--- config.mk ---
export PLATFORM = sky130hd
export DESIGN_NAME = sprite_table
export DESIGN_NICKNAME = d
export VERILOG_FILES = /design/src/rtl/sprite_pkg.sv /design/src/rtl/table_pkg.sv /design/src/rtl/lookup_if.sv /design/src/rtl/sprite_regs.sv /design/src/rtl/sprite_match.sv /design/src/rtl/sprite_result.sv /design/src/rtl/sprite_table.sv
export SDC_FILE = /design/constraint.sdc
export NUM_CORES = 2
export LEC_CHECK = 0
export ABC_AREA = 0
export ABC_CLOCK_PERIOD_IN_PS = 4300
export BUFFER_PORTS_ARGS = -buffer_cell sky130_fd_sc_hd__buf_2
export CORE_MARGIN = 2
export CORE_UTILIZATION = 45
export DETAILED_ROUTE_END_ITERATION = 12
export PLACE_DENSITY_LB_ADDON = 0.05
export SYNTH_ARGS = -nofsm -noshare
export SYNTH_HDL_FRONTEND = slang
export SYNTH_SLANG_ARGS = --single-unit
--- constraint.sdc ---
create_clock -name clk -period 4.3 [get_ports clk]
set_input_delay 0.43 -clock clk [delete_from_list [all_inputs] [get_ports clk]]
set_output_delay 0.43 -clock clk [all_outputs]
set_load 0.005 [all_outputs]
--- src/rtl/sprite_pkg.sv ---
////////////////////////////////////////
// sprite data layout
// field widths, write word positions and entry records
////////////////////////////////////////
`default_nettype none

package sprite_pkg;

	////////////////////////////////////////
	// table geometry
	////////////////////////////////////////
	localparam int NUM_SPRITES   = 32;
	localparam int SPRITE_HEIGHT = 20;     // lines covered below top line

	localparam int X_W   = 10;
	localparam int Y_W   = 9;
	localparam int OFS_W = 9;

	////////////////////////////////////////
	// positions inside the write word
	////////////////////////////////////////
	localparam int WR_DATA_W = 32;
	localparam int OFS_LSB   = 0;
	localparam int Y_LSB     = 9;
	localparam int X_LSB     = 18;         // bits 31:28 unused

	typedef logic [X_W-1:0]   x_t;
	typedef logic [Y_W-1:0]   y_t;
	typedef logic [OFS_W-1:0] ofs_t;

	// one table entry, 29 bits
	typedef struct packed {
		logic valid;
		x_t   x;
		y_t   y;
		ofs_t ofs;
	} sprite_entry_t;

	// pixel under test, 19 bits
	typedef struct packed {
		x_t x;
		y_t y;
	} pixel_t;

endpackage

`default_nettype wire

--- src/rtl/table_pkg.sv ---
////////////////////////////////////////
// table access protocol
// field selectors, entry index and credits
////////////////////////////////////////
`default_nettype none

package table_pkg;

	// codes above FIELD_X are illegal and ignored
	typedef enum logic [3:0] {
		FIELD_OFS = 4'd0,
		FIELD_Y   = 4'd1,
		FIELD_X   = 4'd2
	} field_sel_t;

	typedef logic [4:0] sprite_idx_t;

	////////////////////////////////////////
	// lookup result flow control
	////////////////////////////////////////
	localparam int RESULT_CREDITS = 4;     // results the consumer can hold

	typedef logic [2:0] credit_cnt_t;

endpackage

`default_nettype wire

--- src/rtl/lookup_if.sv ---
////////////////////////////////////////
// first-stage lookup outcome
////////////////////////////////////////
`default_nettype none

interface lookup_if;

	logic                      valid;  // one registered lookup
	logic                      hit;
	table_pkg::sprite_idx_t    index;  // zero on miss
	sprite_pkg::sprite_entry_t entry;  // zero on miss

	modport stage_out (
		output valid,
		output hit,
		output index,
		output entry
	);

	modport stage_in (
		input valid,
		input hit,
		input index,
		input entry
	);

endinterface

`default_nettype wire

--- src/rtl/sprite_regs.sv ---
////////////////////////////////////////
// sprite entry storage
// field-wise writes with one-cycle acknowledge
////////////////////////////////////////
`default_nettype none

module sprite_regs (
	input  wire logic                      clk,
	input  wire logic                      reset,
	input  wire logic                      wr_valid,
	input  wire table_pkg::sprite_idx_t    wr_index,
	input  wire table_pkg::field_sel_t     wr_field,
	input  wire logic [sprite_pkg::WR_DATA_W-1:0] wr_data,
	output logic                           wr_ack,
	output sprite_pkg::sprite_entry_t      entries [sprite_pkg::NUM_SPRITES]
);

	logic [sprite_pkg::NUM_SPRITES-1:0] valid_q;
	sprite_pkg::x_t   x_q   [sprite_pkg::NUM_SPRITES];
	sprite_pkg::y_t   y_q   [sprite_pkg::NUM_SPRITES];
	sprite_pkg::ofs_t ofs_q [sprite_pkg::NUM_SPRITES];
	logic             field_ok;

	always_comb begin
		case (wr_field)
			table_pkg::FIELD_OFS,
			table_pkg::FIELD_Y,
			table_pkg::FIELD_X: field_ok = 1'b1;
			default:            field_ok = 1'b0;  // unknown selector
		endcase
	end

	////////////////////////////////////////
	// field storage
	////////////////////////////////////////
	always_ff @(posedge clk) begin
		if (wr_valid) begin
			case (wr_field)
				table_pkg::FIELD_OFS:
					ofs_q[wr_index] <= wr_data[sprite_pkg::OFS_LSB +: sprite_pkg::OFS_W];
				table_pkg::FIELD_Y:
					y_q[wr_index] <= wr_data[sprite_pkg::Y_LSB +: sprite_pkg::Y_W];
				table_pkg::FIELD_X:
					x_q[wr_index] <= wr_data[sprite_pkg::X_LSB +: sprite_pkg::X_W];
				default: ;                           // nothing touched
			endcase
		end
	end

	// valid flags and ack
	always_ff @(posedge clk) begin
		if (reset) begin
			valid_q <= '0;
			wr_ack  <= 1'b0;
		end else begin
			wr_ack <= wr_valid && field_ok;
			if (wr_valid && field_ok)
				valid_q[wr_index] <= 1'b1;        // any legal write arms the entry
		end
	end

	always_comb begin
		for (int i = 0; i < sprite_pkg::NUM_SPRITES; i++) begin
			entries[i].valid = valid_q[i];
			entries[i].x     = x_q[i];
			entries[i].y     = y_q[i];
			entries[i].ofs   = ofs_q[i];
		end
	end

endmodule

`default_nettype wire

--- src/rtl/sprite_match.sv ---
////////////////////////////////////////
// parallel priority compare, stage one
// lowest valid entry covering the pixel wins
////////////////////////////////////////
`default_nettype none

module sprite_match (
	input  wire logic                      clk,
	input  wire logic                      reset,
	input  wire logic                      accept,
	input  wire sprite_pkg::pixel_t        pixel,
	input  wire sprite_pkg::sprite_entry_t entries [sprite_pkg::NUM_SPRITES],
	lookup_if.stage_out                    stage
);

	logic [sprite_pkg::NUM_SPRITES-1:0] hit_vec;
	logic [sprite_pkg::Y_W:0]           y_end [sprite_pkg::NUM_SPRITES];
	logic                               match_hit;
	table_pkg::sprite_idx_t             match_index;
	sprite_pkg::sprite_entry_t          match_entry;

	////////////////////////////////////////
	// per-entry compare
	////////////////////////////////////////
	always_comb begin
		for (int i = 0; i < sprite_pkg::NUM_SPRITES; i++) begin
			// one extra bit so the span end never wraps
			y_end[i] = {1'b0, entries[i].y} +
				(sprite_pkg::Y_W + 1)'(sprite_pkg::SPRITE_HEIGHT);
			hit_vec[i] = entries[i].valid &&
				(entries[i].x == pixel.x) &&
				(pixel.y >= entries[i].y) &&
				({1'b0, pixel.y} < y_end[i]);
		end
	end

	// walk downward so the lowest index is written last
	always_comb begin
		match_hit   = 1'b0;
		match_index = '0;
		match_entry = '0;                       // miss reports zero entry
		for (int i = sprite_pkg::NUM_SPRITES - 1; i >= 0; i--) begin
			if (hit_vec[i]) begin
				match_hit   = 1'b1;
				match_index = table_pkg::sprite_idx_t'(i);
				match_entry = entries[i];
			end
		end
	end

	////////////////////////////////////////
	// stage register
	////////////////////////////////////////
	always_ff @(posedge clk) begin
		if (reset)
			stage.valid <= 1'b0;
		else
			stage.valid <= accept;
	end

	always_ff @(posedge clk) begin
		if (accept) begin
			stage.hit   <= match_hit;
			stage.index <= match_index;
			stage.entry <= match_entry;
		end
	end

endmodule

`default_nettype wire

--- src/rtl/sprite_result.sv ---
////////////////////////////////////////
// result stage and credit counter
////////////////////////////////////////
`default_nettype none

module sprite_result (
	input  wire logic              clk,
	input  wire logic              reset,
	input  wire logic              lookup_valid,
	input  wire logic              result_credit,
	lookup_if.stage_in             stage,
	output logic                   accept,
	output logic                   lookup_ready,
	output logic                   result_valid,
	output logic                   result_hit,
	output table_pkg::sprite_idx_t result_index,
	output sprite_pkg::ofs_t       result_offset
);

	table_pkg::credit_cnt_t credit_cnt_q;

	////////////////////////////////////////
	// credits
	////////////////////////////////////////
	assign lookup_ready = (credit_cnt_q != '0);
	assign accept       = lookup_valid && lookup_ready;  // request without credit is dropped

	always_ff @(posedge clk) begin
		if (reset) begin
			credit_cnt_q <= table_pkg::credit_cnt_t'(table_pkg::RESULT_CREDITS);
		end else begin
			case ({accept, result_credit})
				2'b10:   credit_cnt_q <= credit_cnt_q - table_pkg::credit_cnt_t'(1);
				2'b01:   credit_cnt_q <= credit_cnt_q + table_pkg::credit_cnt_t'(1);
				default: credit_cnt_q <= credit_cnt_q;  // none, or take and return together
			endcase
		end
	end

	////////////////////////////////////////
	// second pipeline stage
	////////////////////////////////////////
	always_ff @(posedge clk) begin
		if (reset)
			result_valid <= 1'b0;
		else
			result_valid <= stage.valid;
	end

	// only index and offset leave the table
	always_ff @(posedge clk) begin
		if (stage.valid) begin
			result_hit    <= stage.hit;
			result_index  <= stage.index;
			result_offset <= stage.entry.ofs;
		end
	end

endmodule

`default_nettype wire

--- src/rtl/sprite_table.sv ---
////////////////////////////////////////
// sprite coordinate table, top level
// writes by field, two-stage pixel lookup
////////////////////////////////////////
`default_nettype none

module sprite_table (
	input  wire logic                      clk,
	input  wire logic                      reset,
	input  wire logic                      wr_valid,
	input  wire table_pkg::sprite_idx_t    wr_index,
	input  wire table_pkg::field_sel_t     wr_field,
	input  wire logic [sprite_pkg::WR_DATA_W-1:0] wr_data,
	input  wire logic                      lookup_valid,
	input  wire sprite_pkg::x_t            pixel_x,
	input  wire sprite_pkg::y_t            pixel_y,
	input  wire logic                      result_credit,
	output logic                           wr_ack,
	output logic                           lookup_ready,
	output logic                           result_valid,
	output logic                           result_hit,
	output table_pkg::sprite_idx_t         result_index,
	output sprite_pkg::ofs_t               result_offset
);

	sprite_pkg::sprite_entry_t entries [sprite_pkg::NUM_SPRITES];
	sprite_pkg::pixel_t        pixel;
	logic                      accept;

	assign pixel = '{x: pixel_x, y: pixel_y};

	lookup_if u_lookup_if ();

	////////////////////////////////////////
	// storage
	////////////////////////////////////////
	sprite_regs u_sprite_regs (
		.clk      (clk),
		.reset    (reset),
		.wr_valid (wr_valid),
		.wr_index (wr_index),
		.wr_field (wr_field),
		.wr_data  (wr_data),
		.wr_ack   (wr_ack),
		.entries  (entries)
	);

	////////////////////////////////////////
	// lookup pipeline
	////////////////////////////////////////
	sprite_match u_sprite_match (
		.clk     (clk),
		.reset   (reset),
		.accept  (accept),           // from credit logic
		.pixel   (pixel),
		.entries (entries),
		.stage   (u_lookup_if.stage_out)
	);

	sprite_result u_sprite_result (
		.clk           (clk),
		.reset         (reset),
		.lookup_valid  (lookup_valid),
		.result_credit (result_credit),
		.stage         (u_lookup_if.stage_in),
		.accept        (accept),
		.lookup_ready  (lookup_ready),
		.result_valid  (result_valid),
		.result_hit    (result_hit),
		.result_index  (result_index),
		.result_offset (result_offset)
	);

endmodule

`default_nettype wire

==> results_dict.tcl <==
set metrics [dict create \
    status "complete, no violations" \
    worstMarginPinSlew_ns 1.251 \
    syn_area_sq_um 53510 \
    finalCritPeriodShare_pct 95.89 \
    grt_max_degree 33 \
    io_buffers 78 \
    fillCellCount 10320 \
    drv_cap 0 \
    endpoint_kind "flip-flop" \
    hpwl_mm 116.4 \
    synthMostInstantiatedCell "edfxtp_1" \
    p_sw_share_pct 22.61 \
    finalCriticalPeriod_ns 4.123 \
    wl_mm 164.0 \
    multi_input_area_sq_um 22960 \
    postRouteAntennaNets 0 \
    clk_pin_slew_ns 0.06 \
    place_ws_ns -0.08172 \
    switchingPower_uw 4976 \
    syn_inst 4414 \
    cts_tree "yes" \
    seqCellArea_sq_um 28570 \
    hold_viol_final 0 \
    antenna_found_initial 8 \
    die-area_sq_um 121700 \
    crit_type "flip-flop to flip-flop" \
    startpoint_type "flip-flop" \
    async_flop_share_pct 0 \
    io_pins 83 \
    crit_required_ns 4.83 \
    synth_warnings 0 \
    wl_per_cell_um 25.39 \
    comb_power_share_pct 7.2 \
    grt_pass1_wl_mm 239.3 \
    clockRootBuffer "clkbuf_16" \
    r2r_end "u_sprite_match.stage.entry[0]" \
    gp_congestion 0.8893 \
    core_sq_um 118100 \
    finalNonFillerCells 6460 \
    vdd_ir_drop_max_uv 408.4 \
    p_int_uw 17030 \
    p_leak_uw 0.02381 \
    endpoint "u_sprite_match.stage.entry[0]" \
    gr-total-overflow 0 \
    sequentialPowerShare_pct 47.2 \
    synth_top_area_cell "edfxtp_1" \
    crit_path_start "u_sprite_regs.y_q[21][2]" \
    ctsLongestPathBuffers 3 \
    area_growth_pct 15.76 \
    dr_total_vias 36790 \
    power_density_nw_per_um2 355.3 \
    core.rowCount 126 \
    dr.pass1.iters 6 \
    r2r_slack_ns 0.18 \
    dp.cells 6249 \
    slew_violations 0 \
    die_h_um 348.8 \
    setup_violations 0 \
    ys_seq_area_share_pct 53.39 \
    slew_headroom_pct 16.61 \
    yosys.area.top_type_share_pct 51.96 \
    rsz0062_at_grt "true" \
    power_uw 22010 \
    cts_sinks 964 \
    numCtsBuffers 109 \
    synth_seq_cells 964 \
    grt_pass1_vias 36020 \
    rr_startpoint "u_sprite_regs.y_q[21][2]" \
    synth_fp_nets 5025 \
    tns_ns 0 \
    fin_ws_ns 0.1767 \
    htree_levels 3 \
    fin_util_pct 52.46 \
    synth_commonest_cells "926 x edfxtp_1, 545 x ha_1, 394 x inv_1, 278 x xnor2_1, 258 x nor2_1" \
    drcViolationCount 0 \
    ys_top_cells_by_area "edfxtp_1 52%, ha_1 13%, xnor2_1 4.6%" \
    final_nets 5438 \
    avgSynthCellArea_sq_um 12.12 \
    clk-insertion-delay-late_ns 0.70 \
    initialDrtViolationCount 2833 \
    ys_types 114 \
    viasPerCell 5.696 \
    die_x_um 348.8 \
    clock.fmax_mhz 242.5 \
    crit_fanout 10 \
    initial_core_util_pct 45.32 \
    grt_usage_pct 26.87 \
    drive_gt1_share_pct 13.51 \
    finClkSkew_ns 0.01678 \
    synth_enable_flop_cells 926 \
    cp.arrival_ns 4.65 \
    clock_power_share_pct 45.6 \
    synth_flop_cell "edfxtp_1" \
    hold_path.class "primary input to flip-flop" \
    r2r_cells 17 \
]
power by group through the flow:
stage | clock (uW) | sequential (uW) | combinational [uW]
after floorplan | 0 | 10600 | 738
after global placement | 0 | 10600 | 1560
after detailed placement | 0 | 10600 | 1580
after CTS | 10200 | 10400 | 1590
after global routing | 10600 | 10400 | 1740
final | 10000 | 10400 | 1590
layer usage:
metal / part of all wire (%) / track usage [%] / vias up
met5: 0.0067 / 0 / -
met2: 47 / 44.05 / 946
met3: 5.7 / 4.444 / 207
met1: 45 / 36.88 / 18220
met4: 2.9 / 7.407 / 2
li1: - / - / 17420
cells in the final DEF (no fill, tap or decap), types with 111 or more instances in the layout:
cell	synthesis	routed
ha_1	545	544
clkbuf_16	0	111
xor2_1	195	195
buf_4	3	290
nand2_1	160	160
inv_1	394	393
a21oi_1	145	141
edfxtp_1	926	926
xnor2_1	278	278
nor2_1	258	257
o21ai_0	204	197
flip-flops by register name, indices dropped and copies added (netlist names), 3 cells and up:
register,cells
u_sprite_regs.y_q,288
u_sprite_match.stage.entry,9
u_sprite_result.result_index,5
u_sprite_regs.x_q,320
u_sprite_regs.valid_q,32
u_sprite_result.result_offset,9
u_sprite_match.stage.index,5
u_sprite_result.credit_cnt_q,3
u_sprite_regs.ofs_q,288
worst max-delay path: stages, from the launching register on:
cell	delay [ns]
edfxtp_1	0.41
buf_4	0.16
a21oi_2	0.22
nor3_1	0.10
xnor2_1	0.13
ha_1	0.28
o21ai_0	0.07
or3_1	0.34
a21oi_1	0.16
o31ai_1	0.12
buf_4	0.19
and2_1	0.19
buf_4	0.19
or2_2	0.35
nor3_1	0.23
o21ai_1	0.18
a2111o_1	0.48
a22oi_2	0.16
worst min-delay path by stage:
stage	start	endpoint	cells after the start
CTS	result_credit	u_sprite_result.credit_cnt_q[0]	4
detailed placement	u_sprite_match.stage.entry[3]	u_sprite_result.result_offset[3]	0
global route	result_credit	u_sprite_result.credit_cnt_q[0]	4
finish	result_credit	u_sprite_result.credit_cnt_q[0]	4
global placement	u_sprite_match.stage.hit	u_sprite_result.result_hit	0
floorplan	u_sprite_match.stage.hit	u_sprite_result.result_hit	0
cell families (layout without fill, tap and decap cells):
logic type / after synthesis / count (layout) / share of synthesized area [%]
simple gates: 1072 / 1072 / 10.73
flops: 964 / 964 / 53.39
compound gates: 851 / 851 / 10.92
fa+ha+maj: 546 / 546 / 12.78
buf+inv: 486 / 993 / 3.963
xor+xnor: 478 / 478 / 7.894
mux: 17 / 17 / 0.3273
other cells: 0 / 3 / 0
final cells by class:
type,instances,area share [%]
Clock inverter,65,1.446
Clock buffer,140,4.805
Multi-Input combinational cell,2964,37.07
Antenna cell,3,0.01212
Sequential cell,964,46.12
Inverter,397,2.406
Timing Repair Buffer,391,5.042
Tap cell,1536,3.102
per-stage QoR:
stage	cell area, sq um	hold WS [ns]
final	61950	0.2219
after global routing	61940	0.2547
after CTS	61790	0.1759
after detailed placement	57910	0.4052
after global placement	57910	0.4059
after floorplan	53510	0.4003
timing repair:
action | in CTS | in global routing
hold endpoints to repair | 1 | 0
endpoints found under the setup margin | 0 | 12
hold buffers | 1 | 0
resized for setup | 0 | 37
setup buffers | 0 | 2
(Power assumes the default switching activity.)
